`config.mk`:
```
export PLATFORM = sky130hd
export DESIGN_NAME = video_top
export DESIGN_NICKNAME = d
export VERILOG_FILES = /design/src/common/video_pkg.sv /design/src/rtl/video_sync.sv /design/src/rtl/video_fetch.sv /design/src/rtl/pixel_render.sv /design/src/rtl/video_top.sv
export VERILOG_INCLUDE_DIRS = /design/src /design/src/common
export SDC_FILE = /design/constraint.sdc
export NUM_CORES = 1
export LEC_CHECK = 0
export BUFFER_PORTS_ARGS = -buffer_cell sky130_fd_sc_hd__buf_2
export CAP_MARGIN = 15
export CORE_MARGIN = 2
export CORE_UTILIZATION = 34
export DETAILED_ROUTE_END_ITERATION = 6
export HOLD_SLACK_MARGIN = 0.1
export PLACE_DENSITY_LB_ADDON = 0.05
export SETUP_SLACK_MARGIN = 0.15
export SYNTH_ARGS = -nofsm -noshare
export SYNTH_HDL_FRONTEND = slang
export SYNTH_SLANG_ARGS = --single-unit
```
`constraint.sdc`:
```
create_clock -name clk -period 5.3 [get_ports clk]
set_clock_uncertainty 0.2 [all_clocks]
set_input_delay 0.53 -clock clk [delete_from_list [all_inputs] [get_ports clk]]
set_output_delay 0.53 -clock clk [all_outputs]
set_load 0.1 [all_outputs]
```
`src/common/video_defs.svh`:
```
// Raster timing and window bounds for the video engine, included by the RTL and the testbench
`ifndef VIDEO_DEFS_SVH
`define VIDEO_DEFS_SVH

// counter width shared by the line and frame counters
`define VIDEO_CNT_W          9

// one line is 448 clocks, one frame 320 lines
`define VIDEO_HPERIOD        448
`define VIDEO_VPERIOD        320

// sync pulses, inclusive bounds
`define VIDEO_HSYNC_BEG      10
`define VIDEO_HSYNC_END      42
`define VIDEO_VSYNC_BEG      8
`define VIDEO_VSYNC_END      10

// blanking covers counts 0..HBLNK_END and lines 0..VBLNK_END
`define VIDEO_HBLNK_END      88
`define VIDEO_VBLNK_END      31

// active bitmap window, 256 x 192, inclusive bounds
`define VIDEO_HPIX_BEG       136
`define VIDEO_HPIX_END       391
`define VIDEO_VPIX_BEG       80
`define VIDEO_VPIX_END       271

// fetch side
`define VIDEO_FETCH_LEAD     24
`define VIDEO_FIFO_DEPTH     4
`define VIDEO_WORDS_PER_LINE 16

`endif

```
`src/common/video_pkg.sv`:
```
// Shared types of the video engine, imported by the fetch unit, the renderer and the testbench
package video_pkg;

	// one pixel color
	typedef logic [3:0] color_t;

	// one bitmap word, 16 pixels, msb leftmost
	typedef logic [15:0] vram_word_t;

	// word address, row * 16 + word
	typedef logic [11:0] vram_addr_t;

	// per-line fetch sequence
	typedef enum logic [1:0] {
		IDLE  = 2'd0,
		FETCH = 2'd1,
		DONE  = 2'd2
	} fetch_state_e;

	// where a pixel's color comes from
	typedef enum logic [1:0] {
		BORDER = 2'd0,
		PAPER  = 2'd1,
		INK    = 2'd2
	} pix_src_e;

endpackage

```
`src/rtl/video_sync.sv`:
```
// Raster timing generator for counters, syncs, blanking and window flags, used inside video_top
`include "video_defs.svh"

module video_sync (
	input  logic       clk,
	input  logic       arst_n,
	input  logic [8:0] int_line,
	input  logic [8:0] int_col,
	output logic       hsync,
	output logic       vsync,
	output logic       csync,
	output logic       blank_raw,
	output logic       hvpix,
	output logic       fetch_win,
	output logic       line_start,
	output logic       frame_start,
	output logic       int_start,
	output logic [7:0] lcount
);

	localparam int W = `VIDEO_CNT_W;

	logic [W-1:0] hcount;
	logic [W-1:0] vcount;
	logic         hs;
	logic         vs;
	logic         hblank;
	logic         vblank;
	logic         hpix;
	logic         vpix;

	// horizontal counter, wraps at end of line
	always_ff @(posedge clk or negedge arst_n)
	begin
		if (!arst_n)
			hcount <= '0;
		else if (line_start)
			hcount <= '0;
		else
			hcount <= hcount + 1'b1;
	end

	// vertical counter steps once per line
	always_ff @(posedge clk or negedge arst_n)
	begin
		if (!arst_n)
			vcount <= '0;
		else if (frame_start)
			vcount <= '0;
		else if (line_start)
			vcount <= vcount + 1'b1;
	end

	assign line_start  = (hcount == W'(`VIDEO_HPERIOD - 1));
	assign frame_start = line_start && (vcount == W'(`VIDEO_VPERIOD - 1));

	// raw sync windows are active high here
	assign hs = (hcount >= W'(`VIDEO_HSYNC_BEG)) && (hcount <= W'(`VIDEO_HSYNC_END));
	assign vs = (vcount >= W'(`VIDEO_VSYNC_BEG)) && (vcount <= W'(`VIDEO_VSYNC_END));

	assign hblank    = (hcount <= W'(`VIDEO_HBLNK_END));
	assign vblank    = (vcount <= W'(`VIDEO_VBLNK_END));
	assign blank_raw = hblank || vblank;

	// bitmap window
	assign hpix  = (hcount >= W'(`VIDEO_HPIX_BEG)) && (hcount <= W'(`VIDEO_HPIX_END));
	assign vpix  = (vcount >= W'(`VIDEO_VPIX_BEG)) && (vcount <= W'(`VIDEO_VPIX_END));
	assign hvpix = hpix && vpix;

	// opens early so the word fifo is primed before the first pixel
	assign fetch_win = vpix &&
		(hcount >= W'(`VIDEO_HPIX_BEG - `VIDEO_FETCH_LEAD)) &&
		(hcount <= W'(`VIDEO_HPIX_END));

	// bitmap row is only meaningful while vpix is set
	assign lcount = 8'(vcount - W'(`VIDEO_VPIX_BEG));

	assign int_start = (hcount == int_col) && (vcount == int_line);

	// syncs are active low and one clock behind the counts
	always_ff @(posedge clk or negedge arst_n)
	begin
		if (!arst_n)
		begin
			hsync <= 1'b1;
			vsync <= 1'b1;
			csync <= 1'b1;
		end
		else
		begin
			hsync <= ~hs;
			vsync <= ~vs;
			csync <= ~(hs ^ vs);
		end
	end

endmodule

```
`src/rtl/video_fetch.sv`:
```
// Bitmap fetch unit in video_top that reads one word per 16 pixels, paced by FIFO credits
`include "video_defs.svh"

module video_fetch (
	input  logic                  clk,
	input  logic                  arst_n,
	input  logic                  gfx_en,
	input  logic                  fetch_win,
	input  logic                  line_start,
	input  logic [7:0]            lcount,
	input  logic                  credit_ret,
	output logic                  rd_req,
	output video_pkg::vram_addr_t rd_addr
);
	import video_pkg::*;

	localparam int DEPTH = `VIDEO_FIFO_DEPTH;
	localparam int WORDS = `VIDEO_WORDS_PER_LINE;

	fetch_state_e state;
	logic [4:0]   wcnt;
	logic [2:0]   credits;
	logic         issue;

	// a free credit turns into a request on the next clock
	assign issue = (state == FETCH) && fetch_win && (credits != '0) && (wcnt < 5'(WORDS));

	always_ff @(posedge clk or negedge arst_n)
	begin
		if (!arst_n)
		begin
			state <= IDLE;
			wcnt  <= '0;
		end
		else if (line_start)
		begin
			state <= IDLE;
			wcnt  <= '0;
		end
		else
		begin
			case (state)
				IDLE:
					if (gfx_en && fetch_win)
						state <= FETCH;
				FETCH:
					if (wcnt == 5'(WORDS))
						state <= DONE;
				default:
					state <= DONE;
			endcase
			if (issue)
				wcnt <= wcnt + 1'b1;
		end
	end

	always_ff @(posedge clk or negedge arst_n)
	begin
		if (!arst_n)
			rd_req <= 1'b0;
		else
			rd_req <= issue;
	end

	// row * 16 + word
	always_ff @(posedge clk)
	begin
		if (issue)
			rd_addr <= {lcount, wcnt[3:0]};
	end

	// credits come back as words leave the fifo
	always_ff @(posedge clk or negedge arst_n)
	begin
		if (!arst_n)
			credits <= 3'(DEPTH);
		else if (issue && !credit_ret)
			credits <= credits - 1'b1;
		else if (credit_ret && !issue)
			credits <= credits + 1'b1;
	end

	a_credit_max: assert property (@(posedge clk) disable iff (!arst_n)
		credits <= 3'(DEPTH));

endmodule

```
`src/rtl/pixel_render.sv`:
```
// Pixel renderer: buffers returned words, serializes them msb first and picks ink, paper or border
`include "video_defs.svh"

module pixel_render (
	input  logic                  clk,
	input  logic                  arst_n,
	input  logic                  rd_valid,
	input  video_pkg::vram_word_t rd_data,
	input  logic                  hvpix,
	input  logic                  blank_raw,
	input  logic                  gfx_en,
	input  video_pkg::color_t     ink,
	input  video_pkg::color_t     paper,
	input  video_pkg::color_t     border,
	output logic                  credit_ret,
	output video_pkg::color_t     pix,
	output logic                  blank
);
	import video_pkg::*;

	localparam int DEPTH = `VIDEO_FIFO_DEPTH;
	localparam int PTR_W = $clog2(DEPTH);

	vram_word_t       fifo_mem [DEPTH];
	logic [PTR_W-1:0] wr_ptr;
	logic [PTR_W-1:0] rd_ptr;
	logic [PTR_W:0]   fifo_cnt;
	logic [3:0]       bit_cnt;
	vram_word_t       shreg;
	logic             load;
	logic             pix_bit;
	pix_src_e         src;
	color_t           color;

	assign load = hvpix && gfx_en && (bit_cnt == '0);

	// storage only, pointers live below
	always_ff @(posedge clk)
	begin
		if (rd_valid)
			fifo_mem[wr_ptr] <= rd_data;
	end

	always_ff @(posedge clk or negedge arst_n)
	begin
		if (!arst_n)
		begin
			wr_ptr     <= '0;
			rd_ptr     <= '0;
			fifo_cnt   <= '0;
			credit_ret <= 1'b0;
		end
		else
		begin
			if (rd_valid)
				wr_ptr <= wr_ptr + 1'b1;
			if (load)
				rd_ptr <= rd_ptr + 1'b1;
			if (rd_valid && !load)
				fifo_cnt <= fifo_cnt + 1'b1;
			else if (load && !rd_valid)
				fifo_cnt <= fifo_cnt - 1'b1;
			// one credit back per popped word
			credit_ret <= load;
		end
	end

	// bit position within the current word, wraps every 16 pixels
	always_ff @(posedge clk or negedge arst_n)
	begin
		if (!arst_n)
			bit_cnt <= '0;
		else if (hvpix)
			bit_cnt <= bit_cnt + 1'b1;
	end

	// msb of a fresh word goes out straight from the fifo head
	always_ff @(posedge clk)
	begin
		if (load)
			shreg <= fifo_mem[rd_ptr] << 1;
		else if (hvpix)
			shreg <= shreg << 1;
	end

	assign pix_bit = (bit_cnt == '0) ? fifo_mem[rd_ptr][15] : shreg[15];

	always_comb
	begin
		if (!hvpix)
			src = BORDER;
		else if (gfx_en && pix_bit)
			src = INK;
		else
			src = PAPER;
	end

	always_comb
	begin
		case (src)
			INK:     color = ink;
			PAPER:   color = paper;
			default: color = border;
		endcase
	end

	// output stage, lines up with the registered syncs
	always_ff @(posedge clk or negedge arst_n)
	begin
		if (!arst_n)
		begin
			pix   <= '0;
			blank <= 1'b1;
		end
		else
		begin
			pix   <= color;
			blank <= blank_raw;
		end
	end

	// fetch lead and credits must keep the fifo ahead of the shifter
	a_no_underrun: assert property (@(posedge clk) disable iff (!arst_n)
		load |-> (fifo_cnt != '0));

	// credit loop guarantees room for every returned word
	a_no_overflow: assert property (@(posedge clk) disable iff (!arst_n)
		(rd_valid && !load) |-> (fifo_cnt < (PTR_W+1)'(DEPTH)));

endmodule

```
`src/rtl/video_top.sv`:
```
// Video engine top level joining the timing, fetch and render blocks, the DUT of the testbench
module video_top (
	input  logic                  clk,
	input  logic                  arst_n,
	input  logic                  gfx_en,
	input  video_pkg::color_t     ink,
	input  video_pkg::color_t     paper,
	input  video_pkg::color_t     border,
	input  logic [8:0]            int_line,
	input  logic [8:0]            int_col,
	input  logic                  rd_valid,
	input  video_pkg::vram_word_t rd_data,
	output logic                  rd_req,
	output video_pkg::vram_addr_t rd_addr,
	output logic                  hsync,
	output logic                  vsync,
	output logic                  csync,
	output logic                  blank,
	output video_pkg::color_t     pix,
	output logic                  int_start
);

	logic       blank_raw;
	logic       hvpix;
	logic       fetch_win;
	logic       line_start;
	logic [7:0] lcount;
	logic       credit_ret;

	video_sync u_sync (
		.clk         (clk),
		.arst_n      (arst_n),
		.int_line    (int_line),
		.int_col     (int_col),
		.hsync       (hsync),
		.vsync       (vsync),
		.csync       (csync),
		.blank_raw   (blank_raw),
		.hvpix       (hvpix),
		.fetch_win   (fetch_win),
		.line_start  (line_start),
		.frame_start (),
		.int_start   (int_start),
		.lcount      (lcount)
	);

	video_fetch u_fetch (
		.clk        (clk),
		.arst_n     (arst_n),
		.gfx_en     (gfx_en),
		.fetch_win  (fetch_win),
		.line_start (line_start),
		.lcount     (lcount),
		.credit_ret (credit_ret),
		.rd_req     (rd_req),
		.rd_addr    (rd_addr)
	);

	pixel_render u_render (
		.clk        (clk),
		.arst_n     (arst_n),
		.rd_valid   (rd_valid),
		.rd_data    (rd_data),
		.hvpix      (hvpix),
		.blank_raw  (blank_raw),
		.gfx_en     (gfx_en),
		.ink        (ink),
		.paper      (paper),
		.border     (border),
		.credit_ret (credit_ret),
		.pix        (pix),
		.blank      (blank)
	);

endmodule

```
Yosys cells after proc, flatten, opt, wreduce, memory -nomap -nowiden
Memories as Yosys holds them, arrays and structs flattened.
Cells that the tools add are included.
- flip-flop bits (word level): 73
- bits in writable memories: 64
- input bits: 50
- output and inout bits: 22
- word-level logic and storage cells: 101
- memories: 1
- add/sub/neg operators: 9
- order comparisons: 12
- equality and inequality tests: 10
- muxes and demuxes: 19
- bitwise logic cells: 4
- reductions and logical operators: 29
- memory list (name ; depth ; width ; read ports ; clocked after Yosys merged registers in ; write ports ; RTL line ; source):
    u_render.fifo_mem ; 4 ; 16 ; 1 ; 0 ; 1 ; pixel_render.sv:24 ; vram_word_t fifo_mem [DEPTH];
- operator list (cell ; count):
    2-to-1 mux 16 bit ; 2
    2-to-1 mux 9 bit ; 3
    adder 9 x 1 -> 9 bit, second input constant ; 2
    equality test 9 bit ; 2
    equality test 9 bit, second input constant ; 2
    >= comparator 9 x 4 -> 1 bit, second input constant ; 2
    >= comparator 9 x 7 -> 1 bit, second input constant ; 2
    <= comparator 9 bit, second input constant ; 2
    logical AND 1 bit ; 18
    2-to-1 mux 2 bit ; 5
    2-to-1 mux 5 bit ; 2
    >= comparator 9 x 8 -> 1 bit, second input constant ; 1
    <= comparator 9 x 4 -> 1 bit, second input constant ; 1
    <= comparator 9 x 5 -> 1 bit, second input constant ; 1
    <= comparator 9 x 6 -> 1 bit, second input constant ; 1
    <= comparator 9 x 7 -> 1 bit, second input constant ; 1
    one-hot mux 4 bit (2 select lines) ; 1
    nonzero test 2 bit ; 4
    subtractor 8 x 7 -> 8 bit, second input constant ; 1
    2-to-1 mux 3 bit ; 2
    adder 5 x 1 -> 5 bit, second input constant ; 1
    equality test 5 bit, second input constant ; 1
    less-than comparator 5 bit, second input constant ; 1
    adder 2 x 1 -> 2 bit, second input constant ; 2
    17 further kinds ; 23

Logic depth before layout (Yosys ltp)
Gate-level depths: netlist (run 1).
- word-level depth: 11
- mapped depth: 12
- depth with buffers taken out: 11

By module
Synthesis (run 1) repeated with hierarchy kept, for this count alone.
- cell total of the unflattened synthesis: 424
- area total of the unflattened synthesis: 6329.8 um^2
- by module, submodules not included (module ; times used ; cells an instance ; area each (um^2) ; sequential area each (um^2)):
    pixel_render ; 1 ; 187 ; 3787.4 ; 2723.9
    video_sync ; 1 ; 169 ; 1584.0 ; 529.3
    video_fetch ; 1 ; 68 ; 958.4 ; 636.9

Worst setup path after synthesis (run 1)
OpenSTA, ideal clock, no wires.
- kind: register -> output
- start point: register u_sync.hcount[6]
- end point: output int_start
- arrival time: 4.002 ns
- data required time: 4.570 ns
- setup slack: 0.568 ns
- stages on the path, launching flop included: 6
- path through: dfrtp_1 -> clkbuf_1 -> xor2_1 -> nor4_1 -> nand3_1 -> nor4_1
- word-level cells in the longest chain between the ends: 2
- RTL lines (element ; RTL line ; source):
    start, declared ; video_sync.sv:23 ; logic [W-1:0] hcount;
    start signal, assigned ; video_sync.sv:40 ; hcount <= hcount + 1'b1;
    equality test 9 bit ; video_sync.sv:78 ; assign int_start = (hcount == int_col) && (vcount == int_line);
    logical AND 1 bit ; video_sync.sv:78 ;
    end, declared ; video_top.sv:20 ; output logic int_start
No other way between the ends.

Worst setup path in the final report (run 1)
- start point: register u_sync.vcount[5]
- end point: register u_fetch.credits[2]
- word-level cells in the longest chain between the ends: 10
- elaborated cells on any way between the ends: 13
- those cells by class: 2 x order compare; 1 x mux; 10 x reduce/logical
- RTL lines (element ; RTL line ; source):
    start, declared ; video_sync.sv:24 ; logic [W-1:0] vcount;
    start signal, assigned ; video_sync.sv:51 ; vcount <= vcount + 1'b1;
    >= comparator 9 x 7 -> 1 bit or <= comparator 9 bit (tied branches) ; video_sync.sv:67 ; assign vpix = (vcount >= W'(`VIDEO_VPIX_BEG)) && (vcount <= W'(`VIDEO_VPIX_END));
    logical AND 1 bit (*) ; video_sync.sv:67 ;
    logical AND 1 bit (*) (2 in a row) ; video_sync.sv:71 ; assign fetch_win = vpix &&
    logical AND 1 bit (*) (3 in a row) ; video_fetch.sv:26 ; assign issue = (state == FETCH) && fetch_win && (credits != '0) && (wcnt < 5'(WORDS));
    named net u_fetch.issue ; video_fetch.sv:23 ; logic issue;
    logical NOT 1 bit ; video_fetch.sv:79 ; else if (credit_ret && !issue)
    logical AND 1 bit ; video_fetch.sv:79 ;
    nonzero test 2 bit (no source line) ; - ;
    end signal, assigned ; video_fetch.sv:76 ; credits <= 3'(DEPTH);
    end signal, assigned ; video_fetch.sv:78 ; credits <= credits - 1'b1;
    end signal, assigned ; video_fetch.sv:80 ; credits <= credits + 1'b1;
    end, declared ; video_fetch.sv:22 ; logic [2:0] credits;
Mark *: on every way through the listed nets, which the timed path passes. The rest lies on a longest branch.
A chain may end at the register's enable or synchronous reset.

==> results of run 1 <==
## sequential cells by signal, summed over array words and instances, names as in the netlist, 2 cells and up
signal             flops
u_fetch.credits        3
u_fetch.rd_addr       12
u_fetch.state          2
u_fetch.wcnt           5
u_render.bit_cnt       4
u_render.fifo_mem     64
u_render.pix           4
u_render.rd_ptr        2
u_render.shreg        15
u_render.wr_ptr        2
u_sync.hcount          9
u_sync.vcount          9
## worst max path at each step
| stage | endpoint | slack [ps] | cells past startpoint | start |
|---|---|---|---|---|
| after floorplan | int_start | 570 | 5 | u_sync.hcount[6]$_DFF_PN0_ |
| after global placement | u_fetch.credits[2]$_DFFE_PN1P_ | 2080 | 12 | u_sync.vcount[5]$_DFFE_PN0P_ |
| after detailed placement | u_fetch.credits[2]$_DFFE_PN1P_ | 1970 | 12 | u_sync.vcount[5]$_DFFE_PN0P_ |
| after CTS | u_fetch.credits[2]$_DFFE_PN1P_ | 1940 | 12 | u_sync.vcount[5]$_DFFE_PN0P_ |
| after global routing | u_fetch.credits[2]$_DFFE_PN1P_ | 1710 | 12 | u_sync.vcount[5]$_DFFE_PN0P_ |
| final | u_fetch.credits[2]$_DFFE_PN1P_ | 1970 | 12 | u_sync.vcount[5]$_DFFE_PN0P_ |
## routing by layer
layer	part of all wire	GRT usage	wire (um)
met1	0.45	0.175	5370
met2	0.50	0.231	5950
met3	0.033	0.0386	391
met4	0.015	0.0533	174
met5	0	0	0
## cell usage in the layout, fill, tap and decap left out, drive strengths merged, types with 7 or more instances in the layout
master | netlist | final
edfxtp | 91 | 91
nand3 | 8 | 8
o21ai | 11 | 11
buf | 11 | 75
mux2 | 16 | 16
xnor2 | 20 | 20
dfrtp | 41 | 41
mux4 | 16 | 16
a21oi | 9 | 9
nand4 | 7 | 7
xor2 | 21 | 21
clkbuf | 7 | 25
nor2 | 24 | 24
clkinv | 0 | 7
inv | 22 | 22
nor4 | 9 | 9
ha | 17 | 17
nand2 | 21 | 21
## repair_timing
item,4_1_cts,5_1_grt
gates resized for setup,0,0
hold buffers,1,0
endpoints found under the setup margin,0,0
hold endpoints to repair,41,0
## cell type report
| type | count | area (um2) |
|---|---|---|
| fill | 1602 | 10100 |
| clock buffer | 25 | 564 |
| clock inverter | 7 | 50.0 |
| inverter | 22 | 82.6 |
| multi-input combinational | 227 | 2010 |
| timing repair buffer | 76 | 395 |
| tap | 225 | 282 |
| sequential | 137 | 3890 |
## logic make-up after synthesis
group	Yosys count	share of synthesized area
multiplexers	38	0.104
buffers and inverters	40	0.0281
flip-flops	137	0.643
XOR/XNOR	41	0.0594
AND/OR/NAND/NOR	98	0.0925
AO/OA/AOI/OAI	32	0.0350
adder cells (fa/ha/maj)	18	0.0385
## where the power goes
part,total (mW),switching [mW],internal [mW]
combinational,0.178,0.120,0.0588
sequential,1.28,0.0243,1.25
clock,1.18,0.442,0.742
==> results, run 1 <==
- The leakage power figure is 2.84 nW.
- The H-tree was split into 4 levels.
- Using the TritonRoute via totals, the vias-per-cell ratio works out to 4.76.
- The initialized floorplan defines 48 standard-cell rows.
- The final weighted congestion in routability-driven placement is 0.728.
- The number of vias after detailed routing is 3421.
- The worst hold path endpoint is u_render.fifo_mem[3][3]$_DFFE_PP_.
- The hold violation total from the final report was 0.
- The count of maximum capacitance violations is 0.
- In this run the post-CTS setup repair buffer count came out at 0.
- The first TritonRoute pass finished after 4 iterations.
- The peak ir drop on the vdd network is 216 uV.
- At the later pin of the worst-skew pair, clock insertion delay measures 410 ps.
- In this run the worst path has a maximum fanout of 19.
- The buffer and inverter count on the worst path is 3.
- After detailed placement, the design holds a cell count of 686.
- The wire length of the first global-routing pass is 19400 um.
- In the final routed layout, each cell accounts on average for 16.5 um.
- The worst hold slack is 130 ps.
- The relative slew slack is 0.360.
- The worst flop-to-flop path startpoint is u_sync.vcount[5]$_DFFE_PN0P_.
- The finished layout holds 719 standard cells, fillers aside.
- Dividing total power by cell area gives a power density of 363 nW/um2.
- After synthesis, the mean cell area works out to 15.0 um2.
- The worst register-to-register path ends at u_fetch.credits[2]$_DFFE_PN1P_.
- The master cell of the clock root buffer is clkbuf_16.
- In this run, synthesis produced a sequential element count of 137.
- The post-route clock period utilization is 0.629.
- The share of synthesized area in the top cell type comes to 0.452.
- The chip width is 137 um.
- The sink count of the clock tree is 137.
- Setup repair after global routing left no endpoint under its margin.
- The via count of the first global-routing pass came to 3617.
- Entering global routing, the biggest net connects 47 pins.
- The total of warnings raised by yosys is 0.
- In the synthesized netlist, the number of instances is 404.
- The critical path data required time is 5440 ps.
- Detailed placement ended at an HPWL of 7750 um.
- The flow ran to the end, and the final reports show no timing, DRC or antenna violations.
- The maximum frequency from static timing analysis is 0.300 GHz.
- Once layout is complete, the utilization of the core stands at 0.419.
- The start point of the worst min-delay path is rd_data[3].
- By instance count, the leading cell after synthesis is edfxtp_1.
- The gate family responsible for the most delay along the worst path is adder cells.
- During I/O placement, the number of pins put on the boundary was 72.
- The die covers 18900 um2.
- The initial antenna violation count is 0.
- The worst reg2reg path depth is 12.
- The worst hold path cell count is 1.
- The iteration-0 DRC count of the detailed router is 244.
- The reg2reg setup slack is 1970 ps.
- Among all flip-flop cells after synthesis, the most frequent one is edfxtp_1.
- The delay of the slowest cell on the worst path is 510 ps.
- In the synthesized netlist the async set-or-reset flop fraction comes to 0.336.
- The final layout contains 549 nets.
- The TritonCTS buffer count is 17.
- The critical path goes through inv_1 -> ha_1 -> nor4bb_1 -> a2111oi_2 -> nor4_4 -> buf_4 -> ha_1 -> inv_1 -> fa_1 -> xor2_1 -> nor2_1 -> xor2_1.
- After detailed routing, the number of remaining DRC violations is 0.
- The diode insertion count for antenna repair is 0.
- The count of final setup violators is 0.
- The kind of end point of the critical path is a flip-flop.
- Counting I/O delays and the setup requirement, the final critical path takes 3330 ps.
- Clock-pin slew was measured on the worst setup and hold paths at 60 ps.
- The synthesis-to-finish area growth is 20.3%.
- The start-to-end type of the worst setup path is flip-flop to flip-flop.
- The height of the die is 137 um.
- The share of layout cells above drive strength 1 is 0.306.
- At the placement stage, the worst setup path has a slack of 1970 ps.
- The post-synth design cell area is 6050 um2.
- The final total negative setup slack is 0 ps.
- Of all cell types, the one taking the most synthesized area is edfxtp_1.
- The standard cell core area is 17400 um2.
- The category of the worst setup path launch point is a flip-flop.
- The TritonCTS clock tree is done.
- The standard cell with the maximum stage delay on the critical path is dfrtp_1.
- The register area share after synthesis is 0.643.
- The number of I/O port buffers is 71.
- Summing all placed instances gives a cell area of 6650 um2.
- No sink is reached through more buffers than the 2 on the longest clock path.
- The post-route worst setup slack is 1970 ps.
- The remaining global-route overflow is 0.
- The number of enable flip-flop cells after synthesis is 91.
- The final wirelength is 11900 um.
- The synthesized net count is 472.
- The count of antenna-violating nets left after detailed routing is 0.
- By area the synthesized netlist is led by edfxtp_1 45%, dfrtp_1 17%, mux4_2 6.0%.
- In the global route stage, overall resource usage came out at 0.140.
- The actual slew at the worst max-slew pin is 961 ps.
- The initial core utilization is 0.349.
- Ranked by instance count, the synthesized netlist is headed by 91 x edfxtp_1, 41 x dfrtp_1, 24 x nor2_1.
- The count of unique library cells instantiated by Yosys is 50.
- The number of max-slew violations in the final report is 0.
- The data arrival time of the critical path is 3470 ps.
- The overall power of the completed layout is 2.64 mW.
- The min-delay analysis places its worst path in the category primary input to flip-flop.
- The design area is 7280 um2.
Power figures use the tool's default switching activity.
==> inputs of run 2 (changes only) <==
- clock period: 5.3 -> 2.9 ns (I/O delays scaled with it)
==> run 2 against run 1 <==
Count of clock-buffer cells in the layout fell by 6. First-iteration DRC count decreased by 23%. Via count increased by 6.9%. Wire length rose by 7.4%. Worst setup slack lost 1700 ps. Die area stayed put. Largest cell class unchanged.
==> results, run 2 (synthesis gave the netlist of run 1 again) <==
- Run status: finished clean (unchanged).
- The number of ports placed on the die boundary is 72 (unchanged).
- The worst hold slack is 168 ps (was 130 ps).
- The final wirelength is 12800 um (was 11900 um).
- The routed wire length per instance was 16.4 um (was 16.5 um).
- The chip width came to 137 um (unchanged).
- The hold violation total from the final report was 0 (unchanged).
- The via count normalized by instance count is 4.70 (was 4.76).
- The post-route clock period utilization is 0.906.
- The via count of the first global-routing pass is 3816 (was 3617).
- The height of the die was 137 um (unchanged).
- The maximum number of pins on one net before global-route repair came to 30 (was 47).
- The standard cell core area is 17400 um2 (unchanged).
- The detailed-placement wirelength estimate is 8330 um (was 7750 um).
- The diode insertion count for antenna repair is 0 (unchanged).
- The initial core utilization is 0.349 (unchanged).
- The number of placement rows came to 48 (unchanged).
- The die footprint is 18900 um2 (unchanged).
- The TritonCTS buffer count is 17 (unchanged).
- The clock-pin slew reported for the worst setup and hold paths after clock tree synthesis is 60 ps (about the same).
- The delay of the slowest cell on the worst path is 440 ps (was 510 ps).
- Critical Path, Cell by Cell: buf_4 -> xor2_1 -> nor4_1 -> nand3_1 -> nor4_4 -> buf_6 (was inv_1 -> ha_1 -> nor4bb_1 -> a2111oi_2 -> nor4_4 -> buf_4 -> ha_1 -> inv_1 -> fa_1 -> xor2_1 -> nor2_1 -> xor2_1).
- The final weighted congestion in routability-driven placement is 0.778 (was 0.728).
- The maximum clock path buffer count is 2 (unchanged).
- The category of the worst setup path launch point is a flip-flop (unchanged).
- The power per cell area came to 626 nW/um2 (was 363 nW/um2).
- The data arrival time of the critical path is 2140 ps (was 3470 ps).
- The maximum frequency from static timing analysis is 0.380 GHz.
- The number of iterations in the first detailed-routing pass is 4 (unchanged).
- The count of maximum capacitance violations was 0 (unchanged).
- The sink count of the clock tree came to 137 (unchanged).
- The critical path data required time is 2410 ps (was 5440 ps).
- The number of nets in the layout is 608 (was 549).
- The standard cell with the maximum stage delay on the critical path is dfrtp_2 (was dfrtp_1).
- The clock latency on the worst-skew pair came to 410 ps (about the same).
- Setup repair after global routing missed its margin: false (unchanged).
- The number of max-slew violations in the final report is 0 (unchanged).
- The kind of end point of the critical path is a primary output (was flip-flop).
- The share of layout cells above drive strength 1 is 0.349 (was 0.306).
- The final period demand of the worst path is 2630 ps.
- The flip-flop count of the largest register after layout is 64 (unchanged).
- The cell count after placement is 710 (was 686).
- The number of I/O port buffers is 71 (unchanged).
- The global router's overall resource usage was 0.146 (was 0.140).
- The synthesis-to-finish area growth is 30.7% (was 20.3%).
- The remaining global-route overflow is 0 (unchanged).
- The maximum fanout count along the critical path is 5 (was 19).
- The final cell utilization of the core came to 0.456 (was 0.419).
- The number of vias after detailed routing is 3657 (was 3421).
- The iteration-0 DRC count of the detailed router is 187 (was 244).
- The peak ir drop on the vdd network came to 421 uV (was 216 uV).
- The number of remaining DRC errors is 0 (unchanged).
- The commonest non-fill, non-tap cell in the layout was edfxtp_1 (unchanged).
- The start-to-end type of the worst setup path is flip-flop to primary output (was flip-flop to flip-flop).
- The wire length of the first global-routing pass is 20200 um (was 19400 um).
- The worst min-delay path class is primary input to asynchronous set/reset pin (was primary input to flip-flop).
- The count of antenna-violating nets left after detailed routing is 0 (unchanged).
- The deepest level of the CTS H-tree is 4 (unchanged).
- The leakage power figure is 3.12 nW (was 2.84 nW).
- Biggest regs: u_render.fifo_mem (64), u_render.shreg (15), u_fetch.rd_addr (12) (unchanged).
- The initial antenna violation count is 0 (unchanged).
- The count of final setup violators came to 0 (unchanged).
- The register with the most flip-flops was u_render.fifo_mem (unchanged).
- The actual slew at the worst max-slew pin is 505 ps (was 961 ps).
- Top library cells by usage in the layout, fill and taps aside: 91 x edfxtp_1, 70 x buf_2, 35 x dfrtp_1 (was 91 x edfxtp_1, 71 x buf_2, 41 x dfrtp_1).
- The TritonCTS clock tree is done (unchanged).
- The final cell count without fillers is 778 (was 719).
- The master cell of the clock root buffer is clkbuf_16 (unchanged).
- The relative slew slack came to 0.661 (was 0.360).
==> run 2: metrics by stage <==
step	instance area (um2)	setup TNS, ps	setup WS (ps)	total power [mW]
after floorplan	6150	-397	-247	2.55
after global placement	6910	0	222	2.73
after detailed placement	6910	0	177	2.74
after CTS	7850	0	162	5.03
after global routing	7910	0	136	5.17
final	7910	0	271	4.95
==> run 2: what timing repair did <==
item	4_1_cts	5_1_grt
hold buffers	31	0
buffers inserted	0	5
endpoints found under the setup margin	2	18
endpoints found under the hold margin	91	0
cloned	0	0
pin swaps	1	9
resized for setup	5	5
==> run 2: final cells by class <==
class,count,area [um2]
repair buffers,135,932
well taps,225,282
multi-input cells,227,2100
flip-flops and latches,137,3900
fillers,1558,9450
clock inverters,13,176
clock buffers,19,433
inverters,22,87.6
==> run 2: final timing paths <==
path	slack [ps]	endpoint	cells past startpoint	startpoint
min in group clk	290	u_render.bit_cnt[3]$_DFFE_PN0P_	1	u_render.bit_cnt[3]$_DFFE_PN0P_
worst max register to register	300	u_fetch.credits[2]$_DFFE_PN1P_	11	u_sync.vcount[0]$_DFFE_PN0P_
max in group asynchronous	1540	u_render.blank$_DFF_PN1_	3	arst_n
worst min register to register	290	u_render.bit_cnt[3]$_DFFE_PN0P_	1	u_render.bit_cnt[3]$_DFFE_PN0P_
worst min-delay path	170	u_fetch.rd_req$_DFF_PN0_	2	arst_n
worst max-delay path	270	int_start	6	u_sync.hcount[7]$_DFF_PN0_
==> run 2: layer usage <==
layer | track usage | wire (um) | vias up | share of wire
met5 | 0 | 0 | - | 0
met4 | 0.0607 | 225 | 0 | 0.018
met3 | 0.0405 | 463 | 17 | 0.036
met2 | 0.255 | 6760 | 67 | 0.53
met1 | 0.169 | 5300 | 1815 | 0.42
li1 | - | - | 1758 | -
==> run 2: critical path: cells and delay by family, from the launching register on <==
kind | cells | cell delay [ps]
xor gates and xnor gates | 1 | 150
buffers and inverters | 2 | 420
DFF | 1 | 440
and+or+nand+nor | 3 | 720
==> run 2: power breakdown <==
group	total (mW)	internal, mW	leakage, nW	switching, mW
combinational	0.387	0.153	1.38	0.233
sequential	2.33	2.29	1.45	0.0431
clock	2.23	1.43	0.286	0.803
==> inputs of run 3 (changes only) <==
- CELL_PAD_IN_SITES_DETAIL_PLACEMENT: default -> 1
- CELL_PAD_IN_SITES_GLOBAL_PLACEMENT: default -> 2
==> run 3 against run 2 <==
Total power is 1.5% lower. Via count rose by 1.3%. Cell area down 0.36%. Sequential power about the same. Largest power group unchanged. Worst hold slack improved by 110 ps. Non-clock buffer count stayed put. Global-route usage is 0.72 points higher.
==> results, run 3 (synthesis gave the netlist of run 1 again) <==
- The relative slew slack was 0.439 (was 0.661).
- The count of antenna-violating nets left after detailed routing is 0 (unchanged).
- The clock latency on the worst-skew pair is 420 ps (was 410 ps).
- The final weighted congestion in routability-driven placement is 0.753 (was 0.778).
- The wire length of the first global-routing pass is 21300 um (was 20200 um).
- The maximum fanout count along the critical path is 4 (was 5).
- The number of ports placed on the die boundary is 72 (unchanged).
- The power per cell area is 619 nW/um2 (was 626 nW/um2).
- The count of maximum capacitance violations came to 0 (unchanged).
- The worst hold slack is 281 ps (was 168 ps).
- The number of remaining DRC errors is 0 (unchanged).
- The leakage power figure is 3.13 nW (was 3.12 nW).
- The maximum frequency from static timing analysis is 0.378 GHz (was 0.380 GHz).
- The TritonCTS clock tree is done (unchanged).
- The diode insertion count for antenna repair was 0 (unchanged).
- The master cell of the clock root buffer is clkbuf_16 (unchanged).
- The deepest level of the CTS H-tree was 4 (unchanged).
- The share of layout cells above drive strength 1 is 0.354 (was 0.349).
- The iteration-0 DRC count of the detailed router is 97 (was 187).
- The initial antenna violation count is 0 (unchanged).
- The sink count of the clock tree is 137 (unchanged).
- The chip width was 137 um (unchanged).
- The number of placement rows is 48 (unchanged).
- The height of the die is 137 um (unchanged).
- The detailed-placement wirelength estimate is 9020 um (was 8330 um).
- The initial core utilization came to 0.349 (unchanged).
- The flip-flop count of the largest register after layout is 64 (unchanged).
- The global router's overall resource usage is 0.154 (was 0.146).
- The final-layout fill cell count was 1782 (was 1558).
- The peak ir drop on the vdd network came to 414 uV (was 421 uV).
- The actual slew at the worst max-slew pin was 842 ps (was 505 ps).
- The count of final setup violators is 0 (unchanged).
- The number of I/O port buffers is 71 (unchanged).
- The number of vias after detailed routing came to 3704 (was 3657).
- Run status: finished clean (unchanged).
- The start-to-end type of the worst setup path was flip-flop to flip-flop (was flip-flop to primary output).
- The number of max-slew violations in the final report is 0 (unchanged).
- The multi-input logic area was 2090 um2 (was 2100 um2).
- The register with the most flip-flops was u_render.fifo_mem (unchanged).
- The via count normalized by instance count came to 4.76 (was 4.70).
- The overall power of the completed layout came to 4.88 mW (was 4.95 mW).
- The final period demand of the worst path is 2640 ps (was 2630 ps).
- The clock-pin slew reported for the worst setup and hold paths after clock tree synthesis is 60 ps (about the same).
- The final wirelength is 13400 um (was 12800 um).
- The remaining global-route overflow is 0 (unchanged).
- The maximum number of pins on one net before global-route repair is 33 (was 30).
- The kind of end point of the critical path is a flip-flop (was primary output).
- Biggest regs: u_render.fifo_mem (64), u_render.shreg (15), u_fetch.rd_addr (12) (unchanged).
- The category of the worst setup path launch point is a flip-flop (unchanged).
- The data arrival time of the critical path is 2790 ps (was 2140 ps).
- The die footprint came to 18900 um2 (unchanged).
- Setup repair after global routing missed its margin: true (was false).
- Top library cells by usage in the layout, fill and taps aside: 91 x edfxtp_1, 70 x buf_2, 36 x dfrtp_1 (was 91 x edfxtp_1, 70 x buf_2, 35 x dfrtp_1).
- The commonest non-fill, non-tap cell in the layout was edfxtp_1 (unchanged).
- The worst min-delay path class is flip-flop to flip-flop (was primary input to asynchronous set/reset pin).
- The number of iterations in the first detailed-routing pass is 4 (unchanged).
- The maximum clock path buffer count is 2 (unchanged).
- The routed wire length per instance was 17.2 um (was 16.4 um).
- The standard cell core area was 17400 um2 (unchanged).
- The combined flip-flop and latch cell area was 3900 um2 (about the same).
- The TritonCTS buffer count is 17 (unchanged).
- The post-route clock period utilization is 0.912 (was 0.906).
- The hold violation total from the final report is 0 (unchanged).
- The number of nets in the layout was 608 (unchanged).
- The synthesis-to-finish area growth is 30.2% (was 30.7%).
- The critical path data required time came to 3040 ps (was 2410 ps).
- The via count of the first global-routing pass was 4063 (was 3816).
-- run 3: changes by cell type in the layout (fill, tap and decap cells not counted), sizes merged --
| cell | change |
|---|---|
| bufinv | -2 |
| clkbuf | -2 |
| clkinvlp | -3 |
| inv | +7 |
-- run 3: worst max-delay path, stage by stage, from the launching register on --
cell,delay (ps)
dfrtp_2,440
buf_4,170
nor4_4,260
a221oi_4,140
nor4_4,310
ha_2,240
inv_2,40
fa_2,330
xor2_1,150
nor2_1,130
xor2_1,160
-- run 3: power by group --
group          leakage, nW  internal, mW  total, mW  switching, mW
Clock                0.295          1.29       2.16          0.875
Sequential            1.45          2.29       2.33         0.0451
Combinational         1.38         0.155      0.386          0.231
-- run 3: layout make-up --
type,instances,area share
clock buffer,17,0.0540
tap,225,0.0357
sequential,137,0.495
clock inverter,15,0.0205
multi-input combinational,227,0.266
timing repair buffer,135,0.118
inverter,22,0.0111
-- run 3: worst paths after layout --
path	slack, ps	cells after the start	start	end
max	260	10	u_sync.vcount[4]$_DFFE_PN0P_	u_fetch.credits[2]$_DFFE_PN1P_
min	280	1	u_render.bit_cnt[3]$_DFFE_PN0P_	u_render.bit_cnt[3]$_DFFE_PN0P_
max reg2reg	260	10	u_sync.vcount[4]$_DFFE_PN0P_	u_fetch.credits[2]$_DFFE_PN1P_
min reg2reg	280	1	u_render.bit_cnt[3]$_DFFE_PN0P_	u_render.bit_cnt[3]$_DFFE_PN0P_
max in group asynchronous	1480	3	arst_n	u_fetch.credits[2]$_DFFE_PN1P_
min in group asynchronous	310	2	arst_n	u_fetch.rd_req$_DFF_PN0_
-- run 3: repair_timing --
item	in CTS	in global routing
pin swaps	2	6
gates resized for setup	3	6
setup buffers	0	2
endpoints found under the setup margin	1	17
hold buffers	31	0
endpoints found under the hold margin	98	0
-- run 3: metal layers --
metal  GRT usage  part of all wire  vias to the layer above
li1            -                 -                     1764
met1       0.180              0.42                     1852
met2       0.275              0.53                       72
met3      0.0313             0.031                       16
met4      0.0613             0.017                        0
met5           0                 0                        -
-- run 3: stage by stage --
| stage | setup TNS [ps] | util | instances | cell area, um2 | worst slack (ps) |
|---|---|---|---|---|---|
| finish | 0 | 0.454 | 778 | 7880 | 256 |
| CTS | 0 | 0.452 | 776 | 7840 | 151 |
| global route | 0 | 0.454 | 778 | 7880 | 34.7 |
| global placement | 0 | 0.399 | 713 | 6930 | 241 |
| detailed placement | 0 | 0.399 | 713 | 6930 | 199 |
| floorplan | -397 | - | 404 | 6150 | -247 |
